[src/verilog/pio_pkg.sv]
package pio_pkg;

    // register port
    localparam int ADDR_WIDTH = 32;
    localparam int WORD_WIDTH = 32;
    localparam int WORD_BYTES = WORD_WIDTH / 8;
    localparam int WORD_SEL_WIDTH = $clog2(WORD_BYTES);

    // output stream, one byte per beat
    localparam int BEAT_BYTES = 1;
    localparam int BEAT_WIDTH = BEAT_BYTES * 8;

    localparam int FIFO_DEPTH = 16;
    localparam int FIFO_PTR_WIDTH = $clog2(FIFO_DEPTH);
    localparam int FIFO_CNT_WIDTH = $clog2(FIFO_DEPTH + 1);

    // register offsets
    localparam logic [ADDR_WIDTH-1:0] REG_CTRL = 32'h00;
    localparam logic [ADDR_WIDTH-1:0] REG_DATA = 32'h04;
    localparam logic [ADDR_WIDTH-1:0] REG_DATA_CNT = 32'h08;
    localparam logic [ADDR_WIDTH-1:0] REG_NULL_CNT = 32'h0C;

    // control register fields
    localparam int CTRL_ENABLE = 0;
    localparam int CTRL_CLEAR = 1;
    localparam int CTRL_KEEP_LSB = 4;
    localparam int CTRL_LAST = 8;
    localparam logic [WORD_WIDTH-1:0] CTRL_RESET_VALUE = 32'h0000_00F0;

    typedef struct packed {
        logic [WORD_WIDTH-1:0] data;
        logic [WORD_BYTES-1:0] keep;
        logic                  last;
    } in_word_t;

    typedef struct packed {
        logic [BEAT_WIDTH-1:0] data;
        logic                  last;
    } out_beat_t;

endpackage
[src/verilog/pio_ingress_adapter.sv]
`timescale 1ns/1ps

module pio_ingress_adapter (
    input  logic                           clk,
    input  logic                           rst,
    input  logic                           ctrl_wen,
    input  logic [pio_pkg::ADDR_WIDTH-1:0] ctrl_waddr,
    input  logic [pio_pkg::WORD_WIDTH-1:0] ctrl_wdata,
    input  logic                           ctrl_ren,
    input  logic [pio_pkg::ADDR_WIDTH-1:0] ctrl_raddr,
    output logic [pio_pkg::WORD_WIDTH-1:0] ctrl_rdata,
    output logic                           stream_valid,
    output logic [pio_pkg::BEAT_WIDTH-1:0] stream_data,
    output logic                           stream_last,
    output logic                           stream_empty,
    input  logic                           stream_ready
);

    logic                           word_valid;
    logic                           word_ready;
    pio_pkg::in_word_t              word;
    logic                           enable;
    logic                           buffer_clear;
    logic                           data_cnt_load;
    logic                           null_cnt_load;
    logic [pio_pkg::WORD_WIDTH-1:0] load_value;
    logic [pio_pkg::WORD_WIDTH-1:0] data_cnt;
    logic [pio_pkg::WORD_WIDTH-1:0] null_cnt;

    // splitter to fifo
    logic                           split_valid;
    logic                           split_ready;
    pio_pkg::out_beat_t             split_beat;

    // fifo to throttle
    logic                           fifo_valid;
    logic                           fifo_ready;
    pio_pkg::out_beat_t             fifo_beat;

    pio_regs u_regs (
        .clk           (clk),
        .rst           (rst),
        .ctrl_wen      (ctrl_wen),
        .ctrl_waddr    (ctrl_waddr),
        .ctrl_wdata    (ctrl_wdata),
        .ctrl_ren      (ctrl_ren),
        .ctrl_raddr    (ctrl_raddr),
        .ctrl_rdata    (ctrl_rdata),
        .word_valid    (word_valid),
        .word          (word),
        .word_ready    (word_ready),
        .enable        (enable),
        .buffer_clear  (buffer_clear),
        .data_cnt_load (data_cnt_load),
        .null_cnt_load (null_cnt_load),
        .load_value    (load_value),
        .data_cnt      (data_cnt),
        .null_cnt      (null_cnt)
    );

    byte_splitter u_splitter (
        .clk        (clk),
        .rst        (rst),
        .clear      (buffer_clear),
        .word_valid (word_valid),
        .word       (word),
        .word_ready (word_ready),
        .beat_valid (split_valid),
        .beat       (split_beat),
        .beat_ready (split_ready)
    );

    beat_fifo u_fifo (
        .clk       (clk),
        .rst       (rst),
        .clear     (buffer_clear),
        .in_valid  (split_valid),
        .in_ready  (split_ready),
        .in_beat   (split_beat),
        .out_valid (fifo_valid),
        .out_ready (fifo_ready),
        .out_beat  (fifo_beat)
    );

    stream_throttle u_throttle (
        .clk           (clk),
        .rst           (rst),
        .enable        (enable),
        .data_cnt_load (data_cnt_load),
        .null_cnt_load (null_cnt_load),
        .load_value    (load_value),
        .data_cnt      (data_cnt),
        .null_cnt      (null_cnt),
        .fifo_valid    (fifo_valid),
        .fifo_ready    (fifo_ready),
        .fifo_beat     (fifo_beat),
        .stream_valid  (stream_valid),
        .stream_data   (stream_data),
        .stream_last   (stream_last),
        .stream_empty  (stream_empty),
        .stream_ready  (stream_ready)
    );

endmodule

[src/verilog/stream_throttle.sv]
`timescale 1ns/1ps

module stream_throttle (
    input  logic                           clk,
    input  logic                           rst,
    input  logic                           enable,
    input  logic                           data_cnt_load,
    input  logic                           null_cnt_load,
    input  logic [pio_pkg::WORD_WIDTH-1:0] load_value,
    output logic [pio_pkg::WORD_WIDTH-1:0] data_cnt,
    output logic [pio_pkg::WORD_WIDTH-1:0] null_cnt,
    input  logic                           fifo_valid,
    output logic                           fifo_ready,
    input  pio_pkg::out_beat_t             fifo_beat,
    output logic                           stream_valid,
    output logic [pio_pkg::BEAT_WIDTH-1:0] stream_data,
    output logic                           stream_last,
    output logic                           stream_empty,
    input  logic                           stream_ready
);

    logic data_credit;
    logic data_valid;
    logic null_valid;
    logic data_take;
    logic null_take;

    // data beats need both a buffered byte and data credit
    assign data_credit = data_cnt != '0;
    assign data_valid = fifo_valid && data_credit;
    assign null_valid = null_cnt != '0;

    // data wins over null
    assign stream_valid = enable && (data_valid || null_valid);
    assign stream_data = fifo_beat.data;
    assign stream_last = data_valid && fifo_beat.last;
    assign stream_empty = !data_valid;

    assign fifo_ready = enable && stream_ready && data_credit;

    assign data_take = enable && stream_ready && data_valid;
    assign null_take = enable && stream_ready && null_valid && !data_valid;

    always_ff @(posedge clk) begin
        if (rst) begin
            data_cnt <= '0;
        end else if (data_cnt_load) begin
            data_cnt <= load_value;
        end else if (data_take) begin
            data_cnt <= data_cnt - 1'b1;
        end
    end

    always_ff @(posedge clk) begin
        if (rst) begin
            null_cnt <= '0;
        end else if (null_cnt_load) begin
            null_cnt <= load_value;
        end else if (null_take) begin
            null_cnt <= null_cnt - 1'b1;
        end
    end

endmodule

[src/verilog/beat_fifo.sv]
`timescale 1ns/1ps

module beat_fifo (
    input  logic               clk,
    input  logic               rst,
    input  logic               clear,
    input  logic               in_valid,
    output logic               in_ready,
    input  pio_pkg::out_beat_t in_beat,
    output logic               out_valid,
    input  logic               out_ready,
    output pio_pkg::out_beat_t out_beat
);

    pio_pkg::out_beat_t mem [pio_pkg::FIFO_DEPTH];

    logic [pio_pkg::FIFO_PTR_WIDTH-1:0] wr_ptr;
    logic [pio_pkg::FIFO_PTR_WIDTH-1:0] rd_ptr;
    logic [pio_pkg::FIFO_CNT_WIDTH-1:0] count;
    logic                               push;
    logic                               pop;

    assign in_ready = count != pio_pkg::FIFO_CNT_WIDTH'(pio_pkg::FIFO_DEPTH);
    assign out_valid = count != '0;
    assign out_beat = mem[rd_ptr];

    assign push = in_valid && in_ready;
    assign pop = out_valid && out_ready;

    always_ff @(posedge clk) begin
        if (rst || clear) begin
            wr_ptr <= '0;
            rd_ptr <= '0;
            count <= '0;
        end else begin
            if (push) begin
                if (wr_ptr == pio_pkg::FIFO_PTR_WIDTH'(pio_pkg::FIFO_DEPTH - 1)) begin
                    wr_ptr <= '0;
                end else begin
                    wr_ptr <= wr_ptr + 1'b1;
                end
            end
            if (pop) begin
                if (rd_ptr == pio_pkg::FIFO_PTR_WIDTH'(pio_pkg::FIFO_DEPTH - 1)) begin
                    rd_ptr <= '0;
                end else begin
                    rd_ptr <= rd_ptr + 1'b1;
                end
            end
            // simultaneous push and pop leaves the count alone
            if (push && !pop) begin
                count <= count + 1'b1;
            end else if (pop && !push) begin
                count <= count - 1'b1;
            end
        end
    end

    always_ff @(posedge clk) begin
        if (push) begin
            mem[wr_ptr] <= in_beat;
        end
    end

endmodule

[src/verilog/byte_splitter.sv]
`timescale 1ns/1ps

module byte_splitter (
    input  logic               clk,
    input  logic               rst,
    input  logic               clear,
    input  logic               word_valid,
    input  pio_pkg::in_word_t  word,
    output logic               word_ready,
    output logic               beat_valid,
    output pio_pkg::out_beat_t beat,
    input  logic               beat_ready
);

    logic                               busy;
    logic [pio_pkg::WORD_BYTES-1:0]     keep_rem;
    logic [pio_pkg::WORD_BYTES-1:0]     low_bit;
    logic [pio_pkg::WORD_BYTES-1:0]     rest;
    logic [pio_pkg::WORD_SEL_WIDTH-1:0] sel;
    logic [pio_pkg::WORD_WIDTH-1:0]     data_q;
    logic                               last_q;

    assign word_ready = !busy;

    // lowest remaining kept byte
    assign low_bit = keep_rem & (~keep_rem + 1'b1);
    assign rest = keep_rem & ~low_bit;

    always_comb begin
        sel = '0;
        for (int i = pio_pkg::WORD_BYTES - 1; i >= 0; i--) begin
            if (keep_rem[i]) begin
                sel = pio_pkg::WORD_SEL_WIDTH'(i);
            end
        end
    end

    assign beat_valid = busy && (keep_rem != '0);

    always_comb begin
        beat.data = data_q[sel * pio_pkg::BEAT_WIDTH +: pio_pkg::BEAT_WIDTH];
        // last only on the final kept byte
        beat.last = last_q && (rest == '0);
    end

    always_ff @(posedge clk) begin
        if (rst || clear) begin
            busy <= 1'b0;
            keep_rem <= '0;
        end else if (!busy) begin
            if (word_valid) begin
                busy <= 1'b1;
                keep_rem <= word.keep;
            end
        end else if (keep_rem == '0) begin
            // empty keep mask, word absorbed with no beats
            busy <= 1'b0;
        end else if (beat_ready) begin
            keep_rem <= rest;
            if (rest == '0) begin
                busy <= 1'b0;
            end
        end
    end

    always_ff @(posedge clk) begin
        if (word_valid && word_ready) begin
            data_q <= word.data;
            last_q <= word.last;
        end
    end

endmodule

[src/verilog/pio_regs.sv]
`timescale 1ns/1ps

module pio_regs (
    input  logic                           clk,
    input  logic                           rst,
    input  logic                           ctrl_wen,
    input  logic [pio_pkg::ADDR_WIDTH-1:0] ctrl_waddr,
    input  logic [pio_pkg::WORD_WIDTH-1:0] ctrl_wdata,
    input  logic                           ctrl_ren,
    input  logic [pio_pkg::ADDR_WIDTH-1:0] ctrl_raddr,
    output logic [pio_pkg::WORD_WIDTH-1:0] ctrl_rdata,
    output logic                           word_valid,
    output pio_pkg::in_word_t              word,
    input  logic                           word_ready,
    output logic                           enable,
    output logic                           buffer_clear,
    output logic                           data_cnt_load,
    output logic                           null_cnt_load,
    output logic [pio_pkg::WORD_WIDTH-1:0] load_value,
    input  logic [pio_pkg::WORD_WIDTH-1:0] data_cnt,
    input  logic [pio_pkg::WORD_WIDTH-1:0] null_cnt
);

    logic                           wr_ctrl;
    logic                           wr_data;
    logic [pio_pkg::WORD_BYTES-1:0] keep;
    logic                           last;
    logic [pio_pkg::WORD_WIDTH-1:0] ctrl_word;
    logic [pio_pkg::WORD_WIDTH-1:0] stat_word;

    // one-hot write strobes from address bits 3:2
    always_comb begin
        wr_ctrl = 1'b0;
        wr_data = 1'b0;
        data_cnt_load = 1'b0;
        null_cnt_load = 1'b0;
        if (ctrl_wen) begin
            case (ctrl_waddr[3:2])
                pio_pkg::REG_CTRL[3:2]:     wr_ctrl = 1'b1;
                pio_pkg::REG_DATA[3:2]:     wr_data = 1'b1;
                pio_pkg::REG_DATA_CNT[3:2]: data_cnt_load = 1'b1;
                pio_pkg::REG_NULL_CNT[3:2]: null_cnt_load = 1'b1;
                default:                    wr_ctrl = 1'b0;
            endcase
        end
    end

    always_ff @(posedge clk) begin
        if (rst) begin
            enable <= pio_pkg::CTRL_RESET_VALUE[pio_pkg::CTRL_ENABLE];
            keep <= pio_pkg::CTRL_RESET_VALUE[pio_pkg::CTRL_KEEP_LSB +: pio_pkg::WORD_BYTES];
            last <= pio_pkg::CTRL_RESET_VALUE[pio_pkg::CTRL_LAST];
        end else if (wr_ctrl) begin
            enable <= ctrl_wdata[pio_pkg::CTRL_ENABLE];
            keep <= ctrl_wdata[pio_pkg::CTRL_KEEP_LSB +: pio_pkg::WORD_BYTES];
            last <= ctrl_wdata[pio_pkg::CTRL_LAST];
        end
    end

    // clear bit is a pulse, never stored
    assign buffer_clear = wr_ctrl && ctrl_wdata[pio_pkg::CTRL_CLEAR];

    // data-in word takes keep and last from the control register
    always_comb begin
        word.data = ctrl_wdata;
        word.keep = keep;
        word.last = last;
    end

    assign word_valid = wr_data;
    assign load_value = ctrl_wdata;

    always_comb begin
        ctrl_word = '0;
        ctrl_word[pio_pkg::CTRL_ENABLE] = enable;
        ctrl_word[pio_pkg::CTRL_KEEP_LSB +: pio_pkg::WORD_BYTES] = keep;
        ctrl_word[pio_pkg::CTRL_LAST] = last;
    end

    // status bit 0 is splitter ready
    assign stat_word = {{(pio_pkg::WORD_WIDTH - 1){1'b0}}, word_ready};

    always_comb begin
        ctrl_rdata = '0;
        if (ctrl_ren) begin
            case (ctrl_raddr[3:2])
                pio_pkg::REG_CTRL[3:2]:     ctrl_rdata = ctrl_word;
                pio_pkg::REG_DATA[3:2]:     ctrl_rdata = stat_word;
                pio_pkg::REG_DATA_CNT[3:2]: ctrl_rdata = data_cnt;
                pio_pkg::REG_NULL_CNT[3:2]: ctrl_rdata = null_cnt;
                default:                    ctrl_rdata = '0;
            endcase
        end
    end

endmodule

[config.mk]
export PLATFORM = sky130hd
export DESIGN_NAME = pio_ingress_adapter
export DESIGN_NICKNAME = d
export VERILOG_FILES = /design/src/verilog/pio_pkg.sv /design/src/verilog/pio_ingress_adapter.sv /design/src/verilog/stream_throttle.sv /design/src/verilog/beat_fifo.sv /design/src/verilog/byte_splitter.sv /design/src/verilog/pio_regs.sv
export SDC_FILE = /design/constraint.sdc
export NUM_CORES = 1
export LEC_CHECK = 0
export ABC_AREA = 1
export BUFFER_PORTS_ARGS = -buffer_cell sky130_fd_sc_hd__buf_2
export CORE_MARGIN = 8
export CORE_UTILIZATION = 35
export DETAILED_ROUTE_END_ITERATION = 12
export PLACE_DENSITY = 0.58
export SETUP_SLACK_MARGIN = 0.02
export SLEW_MARGIN = 20
export SYNTH_ARGS = -nofsm -noshare
export SYNTH_HDL_FRONTEND = slang
export SYNTH_SLANG_ARGS = --single-unit
[constraint.sdc]
create_clock -name clk -period 6.4 [get_ports clk]
set_clock_uncertainty 0.05 [all_clocks]
set_input_delay 1.28 -clock clk [delete_from_list [all_inputs] [get_ports clk]]
set_output_delay 1.28 -clock clk [all_outputs]
set_load 0.01 [all_outputs]
# After elaboration in Yosys (flattened, before gate mapping)
# Memory sizes are Yosys's and may differ from the RTL's. A register that Yosys moved wholly into a read port is not among the register bits.
# Index checks and enable logic that the tools add are counted.
[word_totals]
reg_bits = 121
ramBits = 144
out_inout_bits = 43
word_cells = 106
memories = 1
[op_classes]
n_addsub = 7
n_eq_ne = 11
shift = 1
muxes = 35
bitwise = 4
n_reduce_logical = 35
[memory_table]
columns = ["name", "words", "width", "read_ports", "rd_ports_with_merged_regs", "write_ports", "line_no", "text"]
rows = [
  ["u_fifo.mem", 16, 9, 1, 1, 1, "beat_fifo.sv:15", "pio_pkg::out_beat_t mem [pio_pkg::FIFO_DEPTH];"],
]
[ops]
columns = ["cell", "count"]
rows = [
  ["$mux W32", 5],
  ["$pmux W32 S4", 1],
  ["$reduce_bool A32 Y1", 2],
  ["$sub A32 B1 Y32 const B", 2],
  ["$mux W4", 8],
  ["$shiftx A32 B6 Y8", 1],
  ["$logic_and A1 B1 Y1", 16],
  ["$mux W1", 15],
  ["$add A4 B1 Y4 const B", 3],
  ["$mux W5", 2],
  ["$and A4 B4 Y4", 2],
  ["$eq A2 B2 Y1 const B", 4],
  ["$eq A4 B4 Y1 const B", 2],
  ["$logic_not A4 Y1", 2],
  ["$mux W2", 4],
  ["$not A4 Y4", 2],
  ["$reduce_bool A2 Y1", 4],
  ["$add A5 B1 Y5 const B", 1],
  ["$ne A5 B5 Y1 const B", 1],
  ["$reduce_bool A5 Y1", 1],
  ["$sub A5 B1 Y5 const B", 1],
  ["$eq A2 B1 Y1 const B", 2],
  ["$logic_not A1 Y1", 4],
  ["$logic_not A2 Y1", 2],
  ["other kinds (5)", 6],
]

# Logic depth before layout (Yosys ltp)
[depth]
depth_word = 10
depth_mapped = 18
ltp_nobuf = 17

# Hierarchy
# Synthesis repeated with hierarchy kept, for this count alone.
[unflattened]
hier_cells = 1927
hier_area_um2 = 15192.1
[by_module_without_submodules]
columns = ["module", "instances", "cells_each", "area_each_um2", "seq_area_each_um2"]
rows = [
  ["beat_fifo", 1, 680, 6965.4, 4664.5],
  ["stream_throttle", 1, 861, 5200.0, 1281.2],
  ["byte_splitter", 1, 149, 1644.1, 1091.0],
  ["pio_regs", 1, 237, 1382.6, 120.1],
]

# Worst setup path after synthesis
# OpenSTA, ideal clock, no wires.
[synth_timing]
path_type = "in2reg"
start = "in ctrl_waddr[3] (netlist name)"
end = "reg u_splitter.keep_rem[1] (netlist name)"
arrival_time_ns = 5.517
required_ns = 6.276
setup_slack_ns = 0.759
path_stages = 5
n_path_buf = 0
cell_sequence = "nor4_1 -> nor2_1 -> inv_1 -> o21ai_0 -> a31oi_1"
[synth_via]
elab_chain_cells = 5
elab_cells_between_ends = 10
classes_between = "eq/ne: 1; mux: 4; reduce/logical: 5"
[synth_lines]
columns = ["element", "line_no", "text"]
rows = [
  ["from (decl)", "pio_ingress_adapter.sv:7", "input logic [pio_pkg::ADDR_WIDTH-1:0] ctrl_waddr,"],
  ["$eq A2 B1 Y1 / $logic_not A2 Y1 (equally long branches)", "pio_regs.sv:38", "case (ctrl_waddr[3:2])"],
  ["$mux W1", "pio_regs.sv:38", ""],
  ["$mux W1", "pio_regs.sv:37", "if (ctrl_wen) begin"],
  ["$reduce_bool A2 Y1 (no line) / $logic_and A1 B1 Y1 (equally long branches)", "-", ""],
  ["$reduce_and A3 Y1 (no line) / $logic_or A1 B1 Y1 (equally long branches)", "-", ""],
  ["to (signal assigned)", "byte_splitter.sv:53", "keep_rem <= word.keep;"],
  ["to (signal assigned)", "byte_splitter.sv:59", "keep_rem <= rest;"],
  ["to (decl)", "byte_splitter.sv:16", "logic [pio_pkg::WORD_BYTES-1:0] keep_rem;"],
]
# Parallel ways exist; a longest one is shown, timed or not.
# A chain may end at the register's enable or synchronous reset.

# Final worst setup path
[layout_timing]
start = "in ctrl_raddr[3] (netlist name)"
end = "out ctrl_rdata[0] (netlist name)"
[layout_via]
elab_chain_cells = 3
elab_cells_between_ends = 6
classes_between = "eq/ne: 3; mux: 2; reduce/logical: 1"
[layout_lines]
columns = ["element", "line_no", "text"]
rows = [
  ["from (decl)", "pio_ingress_adapter.sv:10", "input logic [pio_pkg::ADDR_WIDTH-1:0] ctrl_raddr,"],
  ["$eq A2 B2 Y1 (tied with other cells)", "pio_regs.sv:86", "case (ctrl_raddr[3:2])"],
  ["$pmux W32 S4 *", "pio_regs.sv:86", ""],
  ["$mux W32 *", "pio_regs.sv:85", "if (ctrl_ren) begin"],
  ["to (decl)", "pio_ingress_adapter.sv:11", "output logic [pio_pkg::WORD_WIDTH-1:0] ctrl_rdata,"],
]
# Mark *: on every way between the ends. The rest lies on a longest branch, timed or not.

==> metrics.md <==
| Metric | Value |
|---|---|
| Outcome | `complete, no violations` |
| Num rows | `72` |
| Tightest Pin Transition | `1.14 ns` |
| Pwr dens | `286 nW/µm²` |
| Total Routing Usage GR | `0.177` |
| Worst R2R Path Depth | `17` |
| Max-Cap Viols | `0` |
| Worst Path Required | `5.07 ns` |
| Fillers | `3918` |
| Critical-path cell list | `buf_2, nand2_1, clkinv_1, a211oi_1, nor2_1, buf_2` |
| Number of CTS-inserted buffers | `29` |
| Crit path launch | `ctrl_raddr[3]` |
| Die Width | `215 µm` |
| Worst VDD drop | `0.244 mV` |
| Max FO, Critical Path | `31` |
| Post-Syn Instances | `1661` |
| Commonest cells after routing, fill and taps aside | `368 x nand2_1, 302 x nor2_1, 177 x edfxtp_1, 128 x o21ai_0, 122 x nand3_1` |
| Post-synth cell types | `47` |
| Max-slew violation count | `0` |
| Footprint of the multi-input gates | `6020 µm²` |
| Hold slack final | `0.436 ns` |
| IO Port Bufs | `83` |
| Critical path launch point type | `input pin` |
| Max Root-Sink Buffers | `3` |
| Post-synth EDFFs | `177` |
| DRT Pass-1 Iters | `5` |
| Post-CTS Setup Bufs | `0` |
| Post_cts resized | `0` |
| Routed Antenna Nets | `0` |
| WL final | `42100 µm` |
| Residual DRC count | `0` |
| CP most frequent cell | `buf_2` |
| Die Span Y | `215 µm` |
| Setup crit end kind | `primary output` |
| Gr ovfl total | `0` |
| Final hold viol count | `0` |
| Nets@finish | `1830` |
| Ys async rst share | `0` |
| RR Endpoint | `u_fifo.count[4]$_SDFFE_PP0P_` |
| Synth-to-Final Area Change | `13.9%` |
| Vias in the first global route | `11400` |
| Starting Density | `0.355` |
| Vias per cell | `5.22` |
| Seq/Total Area, Yosys | `0.519` |
| Initial DRC Count | `1091` |
| Tmin final | `4.44 ns` |
| Final worst-path cycle share | `0.695` |
| Clock insertion delay at the later pin of the skew report | `0.58 ns` |
| Crit Path Class | `input pin to primary output` |
| Routability cong. | `0.927` |
| Syn Nets | `1776` |
| Worst rel slew slack | `0.237` |
| Die area | `46000 µm²` |
| Synth Register Bits | `269` |
| Peak Freq | `0.225 GHz` |
| Dpl hpwl | `28800 µm` |
| Slowest CP cell | `clkinv_1` |
| Initial antenna violation count | `1` |
| Root Driver | `clkbuf_16` |
| Drt wl/cell | `18.7 µm` |
| Global-route wire length before repair | `64900 µm` |
| Layout cell share with drive strength beyond 1 | `0.124` |
| Pleak | `6.11 nW` |
| Clock transition at path regs | `0.06 ns` |
| Clock sinks | `269` |
| Io pins | `144` |
| Synthesized area per cell | `8.31 µm²` |
| Pin count of the biggest net entering global routing | `73` |
| Sequential cell area | `7160 µm²` |
| Htree depth | `1` |
| Reg2reg start | `u_throttle.data_cnt[0]$_SDFFE_PP0P_` |
| Setup violators final | `0` |
| R2R Setup Slk | `3.26 ns` |
| Synth area leaders | `edfxtp_1 39%, dfxtp_1 13%, nand2_1 10%` |
| # diodes | `0` |
| RSZ-0062 raised after global routing | `no` |
| Slowest stage delay, CP | `0.65 ns` |
| TritonCTS clock tree | `done` |
| Hold buffer count at cts | `0` |
| Core ar. | `38800 µm²` |
| Hold Path Class | `flop to flop` |
| Biggest area consumer among synthesized cells | `edfxtp_1` |
| Synthesized area | `13800 µm²` |
| Worst setup path end | `ctrl_rdata[0]` |
| Leading cell type in the layout, fill and taps excluded | `nand2_1` |
| Synth top area share | `0.385` |
| Data arrival time of the worst path | `3.11 ns` |
| Number of warnings issued by yosys | `0` |
| Via count | `11800` |
| Ys flop type | `edfxtp_1` |
| Setup tns final | `0 ns` |
worst min-delay path by stage:
stage                                        start                     endpoint  cells past startpoint  slack (ns)
after floorplan           u_regs.last$_SDFFE_PP0P_  u_splitter.last_q$_DFFE_PP_                      0        0.38
after global placement    u_regs.last$_SDFFE_PP0P_  u_splitter.last_q$_DFFE_PP_                      0        0.41
after detailed placement  u_regs.last$_SDFFE_PP0P_  u_splitter.last_q$_DFFE_PP_                      0        0.42
after CTS                 u_regs.last$_SDFFE_PP0P_  u_splitter.last_q$_DFFE_PP_                      0        0.43
after global routing      u_regs.last$_SDFFE_PP0P_  u_splitter.last_q$_DFFE_PP_                      0        0.44
final                     u_regs.last$_SDFFE_PP0P_  u_splitter.last_q$_DFFE_PP_                      0        0.44
cells in the mapped netlist, types with 13 or more instances:
| master | instances |
|---|---|
| nor2_1 | 302 |
| ha_1 | 13 |
| o221ai_1 | 26 |
| inv_1 | 106 |
| clkbuf_1 | 54 |
| edfxtp_1 | 177 |
| dfxtp_1 | 92 |
| nand3_1 | 122 |
| nand2_1 | 368 |
| xor2_1 | 14 |
| a21oi_2 | 15 |
| a21oi_1 | 88 |
| o21ai_0 | 128 |
logic make-up after synthesis:
group / Yosys count / share of synthesized area
AO/OA/AOI/OAI: 312 / 0.135
XOR/XNOR: 24 / 0.0152
adder cells (fa/ha/maj): 14 / 0.0132
buffers and inverters: 187 / 0.0554
flip-flops: 269 / 0.519
AND/OR/NAND/NOR: 855 / 0.263
metal layers:
layer	global-route usage	routed length (µm)	part of all wire
met5	0	0	0
met4	0.0779	1970	0.047
met3	0.0327	2730	0.065
met2	0.286	19200	0.46
met1	0.229	18200	0.43
power breakdown:
group	internal, W	switching, W
combinational	0.000274	0.000582
sequential	0.00193	0.0000555
clock	0.000949	0.000701
layout make-up:
type                            count  area share
Inverter                          111      0.0265
Multi-Input combinational cell   1205       0.383
Timing Repair Buffer               99      0.0341
Sequential cell                   269       0.456
Tap cell                          518      0.0412
Clock buffer                       45      0.0538
Clock inverter                      9     0.00534
worst max-delay path: cells and delay by family:
family / cells / cell delay [ns]
buffers and inverters: 3 / 1.07
and+or+nand+nor: 2 / 0.31
AOI/OAI and AO/OA: 1 / 0.44
stage by stage:
| step | instance area (µm²) | utilization | setup slack [ns] | cells | power (W) |
|---|---|---|---|---|---|
| 3_5_place_dp | 14700 | 0.379 | 1.97 | 2202 | 0.00285 |
| 6_report | 15700 | 0.405 | 1.96 | 2256 | 0.00449 |
| 2_1_floorplan | 13800 | - | 0.759 | 1661 | 0.00261 |
| 3_3_place_gp | 14700 | 0.379 | 1.97 | 2202 | 0.00284 |
| 5_1_grt | 15700 | 0.405 | 1.81 | 2256 | 0.00470 |
| 4_1_cts | 15700 | 0.403 | 1.98 | 2256 | 0.00450 |
state kept, by name (all words and copies together) (netlist names), 4 cells and up, named ones only:
register,count
u_splitter.keep_rem,4
u_throttle.data_cnt,32
u_splitter.data_q,32
u_regs.keep,4
u_fifo.count,5
u_throttle.null_cnt,32
u_fifo.rd_ptr,4
u_fifo.wr_ptr,4
u_fifo.mem,144
Power figures use the tool's default switching activity.
